## config.mk

```make
export PLATFORM = sky130hd
export DESIGN_NAME = endpoint_standard
export DESIGN_NICKNAME = d
export VERILOG_FILES = /design/src/source/manycore_pkg.sv /design/src/source/packet_fifo.sv /design/src/source/network_endpoint.sv /design/src/source/packet_decode.sv /design/src/source/credit_counter.sv /design/src/source/endpoint_standard.sv
export SDC_FILE = /design/constraint.sdc
export NUM_CORES = 1
export LEC_CHECK = 0
export BUFFER_PORTS_ARGS = -buffer_cell sky130_fd_sc_hd__buf_2
export CAP_MARGIN = 20
export CORE_UTILIZATION = 52
export CTS_CLUSTER_SIZE = 14
export DETAILED_ROUTE_END_ITERATION = 16
export PLACE_DENSITY = 0.77
export SLEW_MARGIN = 20
export SYNTH_ARGS = -nofsm -noshare
export SYNTH_HDL_FRONTEND = slang
export SYNTH_SLANG_ARGS = --single-unit
```

## constraint.sdc

```tcl
create_clock -name clk_i -period 3.55 [get_ports clk_i]
set_clock_uncertainty 0.15 [all_clocks]
set_input_delay 0.355 -clock clk_i [delete_from_list [all_inputs] [get_ports clk_i]]
set_output_delay 0.355 -clock clk_i [all_outputs]
set_load 0.05 [all_outputs]
```

## src/source/manycore_pkg.sv

```systemverilog
package manycore_pkg;

   // store request field widths
   localparam int addr_width = 16;
   localparam int data_width = 32;
   localparam int mask_width = 4;

   // tile coordinates in the mesh
   localparam int x_cord_width = 4;
   localparam int y_cord_width = 4;

   // input FIFO sizing
   localparam int fifo_els = 4;
   localparam int fifo_ptr_width = $clog2(fifo_els);
   localparam int fifo_count_width = $clog2(fifo_els + 1);

   // outgoing credits, counter holds 0 .. max_out_credits
   localparam int max_out_credits = 8;
   localparam int credit_width = $clog2(max_out_credits + 1);

   // tile starts out frozen
   localparam logic freeze_init = 1'b1;

   // code 3 is not decoded and counts as unknown
   typedef enum logic [1:0]
   {
      op_store    = 2'd0,
      op_freeze   = 2'd1,
      op_unfreeze = 2'd2
   } packet_op_e;

   // request packet on the forward network, 70 bits
   typedef struct packed
   {
      packet_op_e              op;
      logic [addr_width-1:0]   addr;
      logic [data_width-1:0]   data;
      logic [mask_width-1:0]   mask;
      logic [x_cord_width-1:0] src_x;
      logic [y_cord_width-1:0] src_y;
      logic [x_cord_width-1:0] dst_x;
      logic [y_cord_width-1:0] dst_y;
   } packet_s;

   // credit going back to the sender, x in the low bits
   typedef struct packed
   {
      logic [y_cord_width-1:0] y_cord;
      logic [x_cord_width-1:0] x_cord;
   } return_packet_s;

   typedef struct packed
   {
      logic    v;
      packet_s data;
   } fwd_link_s;

   // reverse network always accepts, so no ready
   typedef struct packed
   {
      logic           v;
      return_packet_s data;
   } rev_link_s;

   // one direction of a mesh link
   typedef struct packed
   {
      fwd_link_s fwd;
      logic      fwd_ready;
      rev_link_s rev;
   } link_sif_s;

   typedef logic [credit_width-1:0] credit_t;

   // remote store handed to the tile
   typedef struct packed
   {
      logic [addr_width-1:0] addr;
      logic [data_width-1:0] data;
      logic [mask_width-1:0] mask;
   } store_req_s;

endpackage

```

## src/source/packet_fifo.sv

```systemverilog
`timescale 1ns/1ps

module packet_fifo
(
   input  logic                  clk_i,
   input  logic                  reset_i,

   // write side, valid/ready
   input  logic                  in_v_i,
   input  manycore_pkg::packet_s in_packet_i,
   output logic                  in_ready_o,

   // read side, valid/yumi
   output logic                  out_v_o,
   output manycore_pkg::packet_s out_packet_o,
   input  logic                  out_yumi_i
);

   manycore_pkg::packet_s mem [manycore_pkg::fifo_els];

   logic [manycore_pkg::fifo_ptr_width-1:0]   wr_ptr_r;
   logic [manycore_pkg::fifo_ptr_width-1:0]   rd_ptr_r;
   logic [manycore_pkg::fifo_count_width-1:0] count_r;

   logic full;
   logic empty;
   logic push;
   logic pop;

   assign full  = (count_r == manycore_pkg::fifo_count_width'(manycore_pkg::fifo_els));
   assign empty = (count_r == '0);

   assign in_ready_o   = ~full;
   assign out_v_o      = ~empty;
   assign out_packet_o = mem[rd_ptr_r];

   assign push = in_v_i & ~full;
   assign pop  = out_yumi_i & ~empty;

   // payload storage
   always_ff @(posedge clk_i)
   begin
      if (push)
         mem[wr_ptr_r] <= in_packet_i;
   end

   // pointers wrap at the last entry
   always_ff @(posedge clk_i)
   begin
      if (reset_i)
      begin
         wr_ptr_r <= '0;
         rd_ptr_r <= '0;
         count_r  <= '0;
      end
      else
      begin
         if (push)
            wr_ptr_r <= (wr_ptr_r == manycore_pkg::fifo_ptr_width'(manycore_pkg::fifo_els - 1))
                        ? '0 : wr_ptr_r + 1'b1;
         if (pop)
            rd_ptr_r <= (rd_ptr_r == manycore_pkg::fifo_ptr_width'(manycore_pkg::fifo_els - 1))
                        ? '0 : rd_ptr_r + 1'b1;
         // push and pop together leave the count alone
         if (push & ~pop)
            count_r <= count_r + 1'b1;
         else if (pop & ~push)
            count_r <= count_r - 1'b1;
      end
   end

   // consumer must only dequeue a valid head
   a_no_yumi_when_empty: assert property (@(posedge clk_i) disable iff (reset_i)
      out_yumi_i |-> out_v_o);

endmodule

```

## src/source/network_endpoint.sv

```systemverilog
`timescale 1ns/1ps

module network_endpoint
(
   input  logic                    clk_i,
   input  logic                    reset_i,

   // mesh link, both directions
   input  manycore_pkg::link_sif_s link_sif_i,
   output manycore_pkg::link_sif_s link_sif_o,

   // head of the input FIFO
   output logic                    fifo_v_o,
   output manycore_pkg::packet_s   fifo_packet_o,
   input  logic                    fifo_yumi_i,

   // local packet, already qualified as a launch
   input  logic                    out_v_i,
   input  manycore_pkg::packet_s   out_packet_i,

   // one pulse per credit coming back
   output logic                    credit_v_o
);

   logic                         fifo_ready;
   logic                         rev_v_r;
   manycore_pkg::return_packet_s rev_data_r;

   // incoming forward traffic lands in the FIFO
   packet_fifo i_packet_fifo
   (
      .clk_i        (clk_i),
      .reset_i      (reset_i),
      .in_v_i       (link_sif_i.fwd.v),
      .in_packet_i  (link_sif_i.fwd.data),
      .in_ready_o   (fifo_ready),
      .out_v_o      (fifo_v_o),
      .out_packet_o (fifo_packet_o),
      .out_yumi_i   (fifo_yumi_i)
   );

   // return packet valid, one per dequeue
   always_ff @(posedge clk_i)
   begin
      if (reset_i)
         rev_v_r <= 1'b0;
      else
         rev_v_r <= fifo_yumi_i;
   end

   // address the credit to whoever sent the head packet
   always_ff @(posedge clk_i)
   begin
      if (fifo_yumi_i)
      begin
         rev_data_r.x_cord <= fifo_packet_o.src_x;
         rev_data_r.y_cord <= fifo_packet_o.src_y;
      end
   end

   // assemble the outgoing link
   always_comb
   begin
      link_sif_o.fwd.v     = out_v_i;
      link_sif_o.fwd.data  = out_packet_i;
      link_sif_o.fwd_ready = fifo_ready;
      link_sif_o.rev.v     = rev_v_r;
      link_sif_o.rev.data  = rev_data_r;
   end

   // credits for our own earlier launches
   assign credit_v_o = link_sif_i.rev.v;

endmodule

```

## src/source/packet_decode.sv

```systemverilog
`timescale 1ns/1ps

module packet_decode
(
   input  logic                     v_i,
   input  manycore_pkg::packet_s    packet_i,

   output logic                     pkt_freeze_o,
   output logic                     pkt_unfreeze_o,
   output logic                     pkt_unknown_o,

   output logic                     store_v_o,
   output manycore_pkg::store_req_s store_req_o
);

   logic is_store;
   logic is_freeze;
   logic is_unfreeze;
   logic is_unknown;

   // opcode sort
   always_comb
   begin
      is_store    = 1'b0;
      is_freeze   = 1'b0;
      is_unfreeze = 1'b0;
      is_unknown  = 1'b0;
      case (packet_i.op)
         manycore_pkg::op_store:    is_store    = 1'b1;
         manycore_pkg::op_freeze:   is_freeze   = 1'b1;
         manycore_pkg::op_unfreeze: is_unfreeze = 1'b1;
         default:                   is_unknown  = 1'b1;
      endcase
   end

   // nothing fires without a valid head
   assign store_v_o      = v_i & is_store;
   assign pkt_freeze_o   = v_i & is_freeze;
   assign pkt_unfreeze_o = v_i & is_unfreeze;
   assign pkt_unknown_o  = v_i & is_unknown;

   // remote store fields
   always_comb
   begin
      store_req_o.addr = packet_i.addr;
      store_req_o.data = packet_i.data;
      store_req_o.mask = packet_i.mask;
   end

endmodule

```

## src/source/credit_counter.sv

```systemverilog
`timescale 1ns/1ps

module credit_counter
(
   input  logic                  clk_i,
   input  logic                  reset_i,

   // down on launch, up on returned credit
   input  logic                  down_i,
   input  logic                  up_i,

   output manycore_pkg::credit_t count_o
);

   localparam manycore_pkg::credit_t count_max =
      manycore_pkg::credit_t'(manycore_pkg::max_out_credits);

   manycore_pkg::credit_t count_r;

   assign count_o = count_r;

   // all credits available out of reset
   always_ff @(posedge clk_i)
   begin
      if (reset_i)
         count_r <= count_max;
      else if (up_i & ~down_i)
      begin
         if (count_r != count_max)
            count_r <= count_r + 1'b1;
      end
      else if (down_i & ~up_i)
      begin
         if (count_r != '0)
            count_r <= count_r - 1'b1;
      end
   end

   // launching with no credit left would underflow
   a_no_underflow: assert property (@(posedge clk_i) disable iff (reset_i)
      (down_i & ~up_i) |-> (count_r != '0));

   // more credits back than were sent out
   a_no_overflow: assert property (@(posedge clk_i) disable iff (reset_i)
      (up_i & ~down_i) |-> (count_r != count_max));

endmodule

```

## src/source/endpoint_standard.sv

```systemverilog
`timescale 1ns/1ps

module endpoint_standard
(
   input  logic                                    clk_i,
   input  logic                                    reset_i,

   // mesh network
   input  manycore_pkg::link_sif_s                 link_sif_i,
   output manycore_pkg::link_sif_s                 link_sif_o,

   // local incoming remote stores, valid/yumi
   output logic                                    in_v_o,
   output manycore_pkg::store_req_s                in_store_o,
   input  logic                                    in_yumi_i,

   // local outgoing packets, valid/ready
   input  logic                                    out_v_i,
   input  manycore_pkg::packet_s                   out_packet_i,
   output logic                                    out_ready_o,

   output manycore_pkg::credit_t                   out_credits_o,

   // tile coordinates
   input  logic [manycore_pkg::x_cord_width-1:0]   my_x_i,
   input  logic [manycore_pkg::y_cord_width-1:0]   my_y_i,

   output logic                                    freeze_r_o
);

   logic                  fifo_v;
   manycore_pkg::packet_s fifo_packet;
   logic                  fifo_yumi;

   logic pkt_freeze;
   logic pkt_unfreeze;
   logic pkt_unknown;
   logic credit_v;
   logic launch;
   logic freeze_r;

   // network ready and at least one credit left
   assign out_ready_o = link_sif_i.fwd_ready & (out_credits_o != '0);
   assign launch      = out_v_i & out_ready_o;

   // dequeue on a taken store or on either freeze command
   assign fifo_yumi = in_yumi_i | pkt_freeze | pkt_unfreeze;

   network_endpoint i_network_endpoint
   (
      .clk_i         (clk_i),
      .reset_i       (reset_i),
      .link_sif_i    (link_sif_i),
      .link_sif_o    (link_sif_o),
      .fifo_v_o      (fifo_v),
      .fifo_packet_o (fifo_packet),
      .fifo_yumi_i   (fifo_yumi),
      .out_v_i       (launch),
      .out_packet_i  (out_packet_i),
      .credit_v_o    (credit_v)
   );

   packet_decode i_packet_decode
   (
      .v_i            (fifo_v),
      .packet_i       (fifo_packet),
      .pkt_freeze_o   (pkt_freeze),
      .pkt_unfreeze_o (pkt_unfreeze),
      .pkt_unknown_o  (pkt_unknown),
      .store_v_o      (in_v_o),
      .store_req_o    (in_store_o)
   );

   credit_counter i_credit_counter
   (
      .clk_i   (clk_i),
      .reset_i (reset_i),
      .down_i  (launch),
      .up_i    (credit_v),
      .count_o (out_credits_o)
   );

   // freeze register, set by freeze and cleared by unfreeze
   always_ff @(posedge clk_i)
   begin
      if (reset_i)
         freeze_r <= manycore_pkg::freeze_init;
      else if (pkt_freeze | pkt_unfreeze)
         freeze_r <= pkt_freeze;
   end

   assign freeze_r_o = freeze_r;

   // an unknown opcode would sit at the head forever
   a_no_unknown_packet: assert property (@(posedge clk_i) disable iff (reset_i)
      !pkt_unknown);

   // credits must come back to this tile
   a_credit_for_this_tile: assert property (@(posedge clk_i) disable iff (reset_i)
      link_sif_i.rev.v |-> ((link_sif_i.rev.data.x_cord == my_x_i)
                            && (link_sif_i.rev.data.y_cord == my_y_i)));

endmodule

```

== After elaboration in Yosys (flattened, before gate mapping) ==
Memories as Yosys holds them, arrays and structs flattened. A register that Yosys moved wholly into a read port is not among the register bits.
Cells that the tools add are included.

* Output and inout port bits: 140
* Word-level logic and storage cells: 64
* Input port bits: 163
* Memories kept: 1
* Register bits: 21
* Memory bits (writable): 280

{| class="wikitable"
|+ Memories
! name !! words !! width !! read ports !! clocked after Yosys merged registers in !! write ports !! line !! text
|-
| i_network_endpoint.i_packet_fifo.mem || 4 || 70 || 1 || 1 || 1 || packet_fifo.sv:19 || <nowiki>manycore_pkg::packet_s mem [manycore_pkg::fifo_els];</nowiki>
|}

* Reductions and logical operators: 7
* Bitwise logic cells: 20
* Add/sub/neg operators: 6
* Multiplexer cells: 15
* Eq/ne operators: 7

{| class="wikitable"
|+ Operators with widths
! cell !! number
|-
| $mux 4 || 4
|-
| $and 1x1->1 || 11
|-
| $mux 2 || 4
|-
| $eq 2x2->1 const B || 3
|-
| $mux 3 || 2
|-
| $not 1->1 || 6
|-
| $reduce_bool 2->1 || 3
|-
| $mux 1 || 5
|-
| $add 2x1->2 const B || 2
|-
| $add 4x1->4 const B || 1
|-
| $ne 4x4->1 const B || 1
|-
| $reduce_bool 4->1 || 1
|-
| $sub 4x1->4 const B || 1
|-
| $add 3x1->3 const B || 1
|-
| $eq 3x3->1 const B || 1
|-
| $logic_not 3->1 || 1
|-
| $or 1x1->1 || 3
|-
| $reduce_and 3->1 || 1
|-
| $sub 3x1->3 const B || 1
|-
| $eq 2x1->1 const B || 1
|-
| $logic_not 2->1 || 1
|-
| $ne 2x2->1 const B || 1
|}

== Logic depth before layout (Yosys ltp) ==
Gate-level depths: netlist (run 1).

* Depth after elaboration: 9
* Depth in mapped cells: 10

== Hierarchy ==
A second synthesis (run 1) with hierarchy kept.

* Cell total of the unflattened synthesis: 594
* Area total of the unflattened synthesis: 12,149.2 µm²

{| class="wikitable"
|+ Modules (own cells, without submodules)
! module !! cells each !! sequential area each (µm²) !! instances !! area each (µm²)
|-
| packet_fifo || 414 || 8,588.2 || 1 || 10,546.4
|-
| network_endpoint || 84 || 260.2 || 1 || 829.5
|-
| packet_decode || 56 || 0.0 || 1 || 427.9
|-
| credit_counter || 33 || 80.1 || 1 || 289.0
|-
| endpoint_standard || 7 || 20.0 || 1 || 56.3
|}

== Worst setup path after synthesis (run 1) ==
Ideal clock, no wire load.

* Path type: flip-flop to flip-flop
* Start: reg i_network_endpoint.i_packet_fifo.count_r[0] in the netlist's numbering
* End: mem i_network_endpoint.i_packet_fifo.mem[0][10] in the netlist's numbering (enable)
* Library setup time: 427 ps
* Required time: 2,973 ps
* Data arrival time: 2,210 ps
* Setup slack: 763 ps
* Clock period less this slack: 2,787 ps
* Stages on the path, launching flop included: 4
* Cells stage by stage: dfxtp_1 -> or3b_2 -> clkbuf_1 -> and3_1

* Cells in the longest elaborated chain, start to end: 5

{| class="wikitable"
|+ Ends and longest elaborated chain
! element !! line !! text
|-
| start: declaration || packet_fifo.sv:23 || <nowiki>logic [manycore_pkg::fifo_count_width-1:0] count_r;</nowiki>
|-
| start signal: assignment || packet_fifo.sv:66 || <nowiki>count_r <= count_r + 1'b1;</nowiki>
|-
| start signal: assignment || packet_fifo.sv:68 || <nowiki>count_r <= count_r - 1'b1;</nowiki>
|-
| $eq 3x3->1 || packet_fifo.sv:30 || <nowiki>assign full = (count_r == manycore_pkg::fifo_count_width'(manycore_pkg::fifo_els));</nowiki>
|-
| $not 1->1 || -- ||
|-
| via i_network_endpoint.fifo_ready || network_endpoint.sv:25 || <nowiki>logic fifo_ready;</nowiki>
|-
| $and 1x1->1 || packet_fifo.sv:37 || <nowiki>assign push = in_v_i & ~full;</nowiki>
|-
| $mux 1 || packet_fifo.sv:43 || <nowiki>if (push)</nowiki>
|-
| $mux 1 (implied by the code) || packet_fifo.sv:44 || <nowiki>mem[wr_ptr_r] <= in_packet_i;</nowiki>
|-
| end: declaration || packet_fifo.sv:19 ||
|}

The timed path passes the listed nets, and every way through them passes these cells.

==> results of run 1 <==
-- flip-flops by register name, summed over array words and instances, names as in the netlist, named ones only --
| name | count |
|---|---|
| i_network_endpoint.rev_v_r | 1 |
| i_network_endpoint.i_packet_fifo.count_r | 3 |
| freeze_r_o | 1 |
| i_network_endpoint.i_packet_fifo.mem | 248 |
| i_network_endpoint.i_packet_fifo.rd_ptr_r | 2 |
| i_network_endpoint.i_packet_fifo.wr_ptr_r | 2 |
| i_network_endpoint.link_sif_o | 8 |
| i_credit_counter.count_o | 4 |
-- per-layer routing --
layer  track usage [%]  vias up  part of all wire, %  wire [um]
li1                  -     2286                    -          -
met1              21.3     2651                   35       7560
met2              37.7      232                   54      11700
met3              6.91       33                   10       2190
met4              4.74        0                  1.5        331
met5                 0        -                    0          0
-- cell usage in the layout, fill, tap and decap left out, types with 5 or more instances in the layout --
master	count
ha_1	8
clkbuf_16	27
mux4_2	63
dlygate4sd3_1	62
buf_2	138
inv_1	5
nor2_1	5
nor3_1	6
dfxtp_1	13
bufinv_16	5
xor2_1	7
edfxtp_1	256
clkinv_2	5
clkinv_1	8
nand2_1	12
-- cells by family (layout without fill, tap and decap cells) --
kind of cell | Yosys count | in the layout | synth area share [%]
buffers and inverters | 147 | 255 | 9.38
XOR/XNOR | 7 | 7 | 0.554
multiplexers | 68 | 68 | 13.3
AO/OA/AOI/OAI | 20 | 20 | 1.17
adder cells (fa/ha/maj) | 10 | 10 | 1.27
flip-flops | 271 | 271 | 72.2
AND/OR/NAND/NOR | 44 | 44 | 2.10
-- worst max-delay path, stage by stage, from the launching register on --
cell and delay (ps):
dfxtp_4 350, buf_4 710, mux4_2 440, nor3_1 300
buf_2 330
-- power by group --
| part | total (mW) | leakage, nW | internal (mW) | switching, mW |
|---|---|---|---|---|
| Clock | 2.87 | 0.439 | 1.74 | 1.13 |
| Sequential | 4.01 | 2.48 | 3.88 | 0.129 |
| Combinational | 2.94 | 1.49 | 0.927 | 2.01 |
| Total | 9.81 | 4.41 | 6.54 | 3.27 |
-- final cells by class --
type / count / area (um2) / area share (%)
clock buffer: 27 / 676 / 5.35
clock inverter: 19 / 218 / 1.72
inverter: 6 / 22.5 / 0.178
multi-input combinational: 149 / 2050 / 16.2
sequential: 271 / 8000 / 63.3
tap: 270 / 338 / 2.67
timing repair buffer: 203 / 1330 / 10.6
-- worst max path at each step --
| stage | startpoint | endpoint |
|---|---|---|
| global route | flip-flop | in_v_o |
| global placement | i_network_endpoint.i_packet_fifo.mem[3][68] | i_network_endpoint.i_packet_fifo.count_r[2] |
| detailed placement | i_network_endpoint.i_packet_fifo.mem[3][68] | i_network_endpoint.i_packet_fifo.count_r[2] |
| finish | flip-flop | in_v_o |
| floorplan | i_network_endpoint.i_packet_fifo.count_r[0] | i_network_endpoint.i_packet_fifo.mem[0][10] |
| CTS | flip-flop | in_v_o |
-- timing repair --
| action | CTS | global route |
|---|---|---|
| hold buffers | 62 | 0 |
| endpoints found under the hold margin | 248 | 0 |
| buffers inserted | 0 | 0 |
==> results.md, run 1 <==
* Status: completed
* IO Count at 303
* Synth unique cells at 36
* Final instance area at 12600 um2
* Yosys top cell area share at 69.5%
* Kind of start point of the critical path: flip-flop
* Slew @ Worst Pin at 1030 ps
* Port Buffers at 138
* Vias at 5202
* DP Cell Count at 837
* Setup slack, reg-to-reg at ~710 ps
* Synth area leaders: edfxtp_1 70%, mux4_2 13%, buf_4 8.5%, dfxtp_1 2.7%, ha_1 0.91%
* Reg2reg end: i_network_endpoint.i_packet_fifo.count_r[2]
* Diode count at 0
* Synth Flop Type: edfxtp_1
* P_leak at 4.41 nW
* Die H at 148 um
* Post-CTS sizing at 0
* Total power at just under 10 mW
* Post-synth top cells: 256 x edfxtp_1, 125 x buf_4, 63 x mux4_2
* Top-count cell post-synth: edfxtp_1
* Reg2Reg Launch Point: i_network_endpoint.i_packet_fifo.mem[3][68]
* Final setup margin at 374 ps
* Per-cell routed wire length at 23.0 um
* Asr flop ratio synth at 0%
* Crit share post-route at about nine tenths
* Vias per inst at 5.50
* WS Path Type: reg2out
* Layout cell share with drive strength beyond 1 at between 30% and 40%
* TritonCTS clock tree: done
* Worst-Skew Late Latency at 520 ps
* Clock slew at reported path FFs at about 60 ps
* Syn_nets at 740
* Post-synth top area cell: edfxtp_1
* H-tree levels at 1
* Register bit total from synthesis at 271
* Fill count at 1465
* Worst Reg-to-Reg Cells at 9
* Post-Layout Cell Count at 945
* Setup_tns at 0 ps
* Pre-CTS setup slack at 683 ps
* Drt initial violations at 219
* Slew Viols, Final at 0
* Initial antenna violation count at 0
* Post-layout min period at ~3200 ps
* Starting density of the core at 53.8%
* Final core area utilization at 61.5%
* Total CTS buffers at 27
* 1st-pass router iterations at 4
* Clk buf depth at 3
* Vias in the first global route at 5652
* Critical Path AT at 2670 ps
* Largest net degree at the start of global routing at 63
* Total Routing Usage GR at ~20%
* Worst Hold End: i_network_endpoint.i_packet_fifo.count_r[1]
* Final weighted congestion in routability-driven placement at 0.856
* Drt drc at 0
* Clk Tree Root Cell: clkbuf_16
* Core area at 20600 um2
* HPWL Detailed at approximately 13 mm
* Hold crit path type: in2reg
* Grt ovf at 0
* Register area share after synthesis at 72.2%
* Hold Vio Cnt, Final at 0
* Hold depth at 2
* Die area at 21900 um2
* Number of flops mapped to enable cells by yosys at 256
* Die W at about 150 um
* CP max FO at 62
* Unrepaired setup endpoints after global routing: false
* Post-Syn Area per Cell at 19.5 um2
* Post-Synthesis Cells at 567
* CTS Sinks at 271
* WL final at approximately 22 mm
* Final nets at 831
* Max Clk Rate at 315 MHz
* Placed Area at 11100 um2
* Row count at 52
* Mapped cell area at 11100 um2
* Final setup fails at 0
* Global-route wire length before repair at 32.7 mm
* Yosys warns at 0
* Pwr Density at 777 nW/um2
* CP Capture Type: output pin
* Min-delay src: reset_i
* Critical Path RT at 3040 ps
* VDD IR max at roughly 0.70 mV
* Number of max-cap violations at 0
* ANT nets after route at 0
* Hold Slack at 25.8 ps
* Max_slew headroom at 31.4%
* Area Growth Syn to Fin at 14.3%
Note: power is estimated with default switching activity, not from simulation.
==> run 2, diff against run 1 <==
--- a/config.mk
+++ b/config.mk
@@ -7,11 +7,13 @@
 export LEC_CHECK = 0
 export BUFFER_PORTS_ARGS = -buffer_cell sky130_fd_sc_hd__buf_2
 export CAP_MARGIN = 20
-export CORE_UTILIZATION = 52
+export CELL_PAD_IN_SITES_DETAIL_PLACEMENT = 1
+export CELL_PAD_IN_SITES_GLOBAL_PLACEMENT = 1
+export CORE_UTILIZATION = 44
 export CTS_CLUSTER_SIZE = 14
 export DETAILED_ROUTE_END_ITERATION = 16
-export PLACE_DENSITY = 0.77
-export SLEW_MARGIN = 20
+export PLACE_DENSITY = 0.78
+export SLEW_MARGIN = 0
 export SYNTH_ARGS = -nofsm -noshare
 export SYNTH_HDL_FRONTEND = slang
 export SYNTH_SLANG_ARGS = --single-unit
==> run 2 against run 1 <==
- utilization decreased by 9.5 points
- power increased by 0.26%
- sequential share of layout area decreased by 0.37 points
- global-route usage decreased by 1.3 points
- wire length increased by 9.2%
- critical endpoint unchanged
==> results.md, run 2 (same netlist as run 1, synthesis figures left out) <==
* CTS Sinks at 271
* Slew @ Worst Pin at 1040 ps
* Max reg flops at around 250
* Row count at 57
* Total CTS buffers at 28
* Post-Layout Cell Count at 1004
* Largest Register: i_network_endpoint.i_packet_fifo.mem
* Largest net degree at the start of global routing at 63
* Drt initial violations at roughly 320
* Most frequent cells in the layout: 256 x edfxtp_1, 138 x buf_2, 63 x mux4_2
* Drt drc at 0
* Vias per inst at 5.19
* Setup_tns at 0 ps
* WS Path Type: reg2out
* Total Routing Usage GR at 18.7%
* HPWL Detailed at ~15 mm
* Die H at approximately 160 um
* Final nets at 832
* TritonCTS clock tree: done
* Post-layout min period at 3160 ps
* Kind of start point of the critical path: flip-flop
* CP max FO at 62
* Max_slew headroom at 30.3%
* Max Clk Rate at 317 MHz
* Starting density of the core at 45.2%
* 1st-pass router iterations at 4
* Layout cell share with drive strength beyond 1 at between 30% and 40%
* Die area at 25800 um2
* Clk Tree Root Cell: clkbuf_16
* Final setup margin at 391 ps
* Area of the multi-input gates at 2050 um2
* Global-route wire length before repair at between 30 and 40 mm
* Hold depth at 2
* Critical Path RT at about 3000 ps
* H-tree levels at 1
* Hold Slack at 28.7 ps
* Fill count at between 2000 and 2500
* Number of max-cap violations at 0
* Clock slew at reported path FFs at 60 ps
* Most common cell after layout, fill and taps aside: edfxtp_1
* Pwr Density at just under 800 nW/um2
* Per-cell routed wire length at ~24 um
* Pre-CTS setup slack at between 600 and 700 ps
* Hold Vio Cnt, Final at 0
* Initial antenna violation count at 0
* Diode count at 0
* IO Count at 303
* Unrepaired setup endpoints after global routing: false
* Reg area at 8000 um2
* Clk buf depth at 3
* Die W at 161 um
* Worst-Skew Late Latency at ~520 ps
* Vias at ~5200
* Core area at roughly 24000 um2
* Critical Path AT at 2650 ps
* ANT nets after route at 0
* VDD IR max at 0.557 mV
* Worst path max stage delay at a little over 700 ps
* DP Cell Count at around 900
* Slew Viols, Final at 0
* Crit path cell chain: buf_4 -> mux4_2 -> nor3_1 -> buf_2
* CP Capture Type: output pin
* CP max-delay cell: buf_4
* Hold crit path type: in2reg
* WL final at 23.8 mm
* Port Buffers at 138
* Total power at ~9.8 mW
* Final setup fails at 0
* Vias in the first global route at ~6000
* Post-CTS setup buffers at 0
* Grt ovf at 0
* Final weighted congestion in routability-driven placement at 0.807
* Crit share post-route at 89.0%
* Post-CTS sizing at 0
* Area Growth Syn to Fin at 14.9%
* Status: completed
* P_leak at 4.40 nW
* Worst Reg-to-Reg Cells at 7
-- run 2: through the flow --
| stage | utilization, % | instance area [um2] |
|---|---|---|
| after floorplan | - | 11100 |
| after global placement | 45.7 | 11200 |
| after detailed placement | 45.7 | 11200 |
| after CTS | 52.0 | 12700 |
| after global routing | 52.0 | 12700 |
| final | 52.0 | 12700 |
-- run 2: critical path: cells and delay by family (launching register included) --
family        cells  cell delay, ps
buf+inv           2            1050
mux               1             440
flops             1             350
simple gates      1             290
-- run 2: final timing paths --
kind                                                              startpoint                                           end  slack (ps)
worst min-delay path                                                 reset_i   i_network_endpoint.i_packet_fifo.count_r[0]          30
worst min register to register  i_network_endpoint.i_packet_fifo.wr_ptr_r[0]  i_network_endpoint.i_packet_fifo.wr_ptr_r[0]         390
worst max register to register                   i_credit_counter.count_o[0]                   i_credit_counter.count_o[3]         600
worst max-delay path                                               flip-flop                                        in_v_o         390
-- run 2: layer usage --
| layer | routed length [um] | GRT usage (%) | vias up |
|---|---|---|---|
| li1 | - | - | 2300 |
| met1 | 8290 | 19.9 | 2660 |
| met2 | 13300 | 36.3 | 210 |
| met3 | 1740 | 4.75 | 44 |
| met4 | 450 | 4.63 | 0 |
| met5 | 0 | 0.379 | - |
-- run 2: what timing repair did --
action	in CTS	in global routing
endpoints found under the hold margin	248	0
hold buffers	62	0
endpoints found under the setup margin	0	0
-- run 2: where the power goes --
part / leakage, nW / internal [mW] / switching (mW)
sequential: 2.48 / 3.88 / 0.157
clock: 0.436 / 1.70 / 1.15
combinational: 1.49 / 0.927 / 2.02
total: 4.40 / 6.51 / 3.33
-- run 2: cell type report --
cell class | count | area share, %
clock buffer | 35 | 5.89
clock inverter | 16 | 1.19
inverter | 6 | 0.177
multi-input combinational | 149 | 16.2
sequential | 271 | 62.9
tap | 324 | 3.19
timing repair buffer | 203 | 10.5
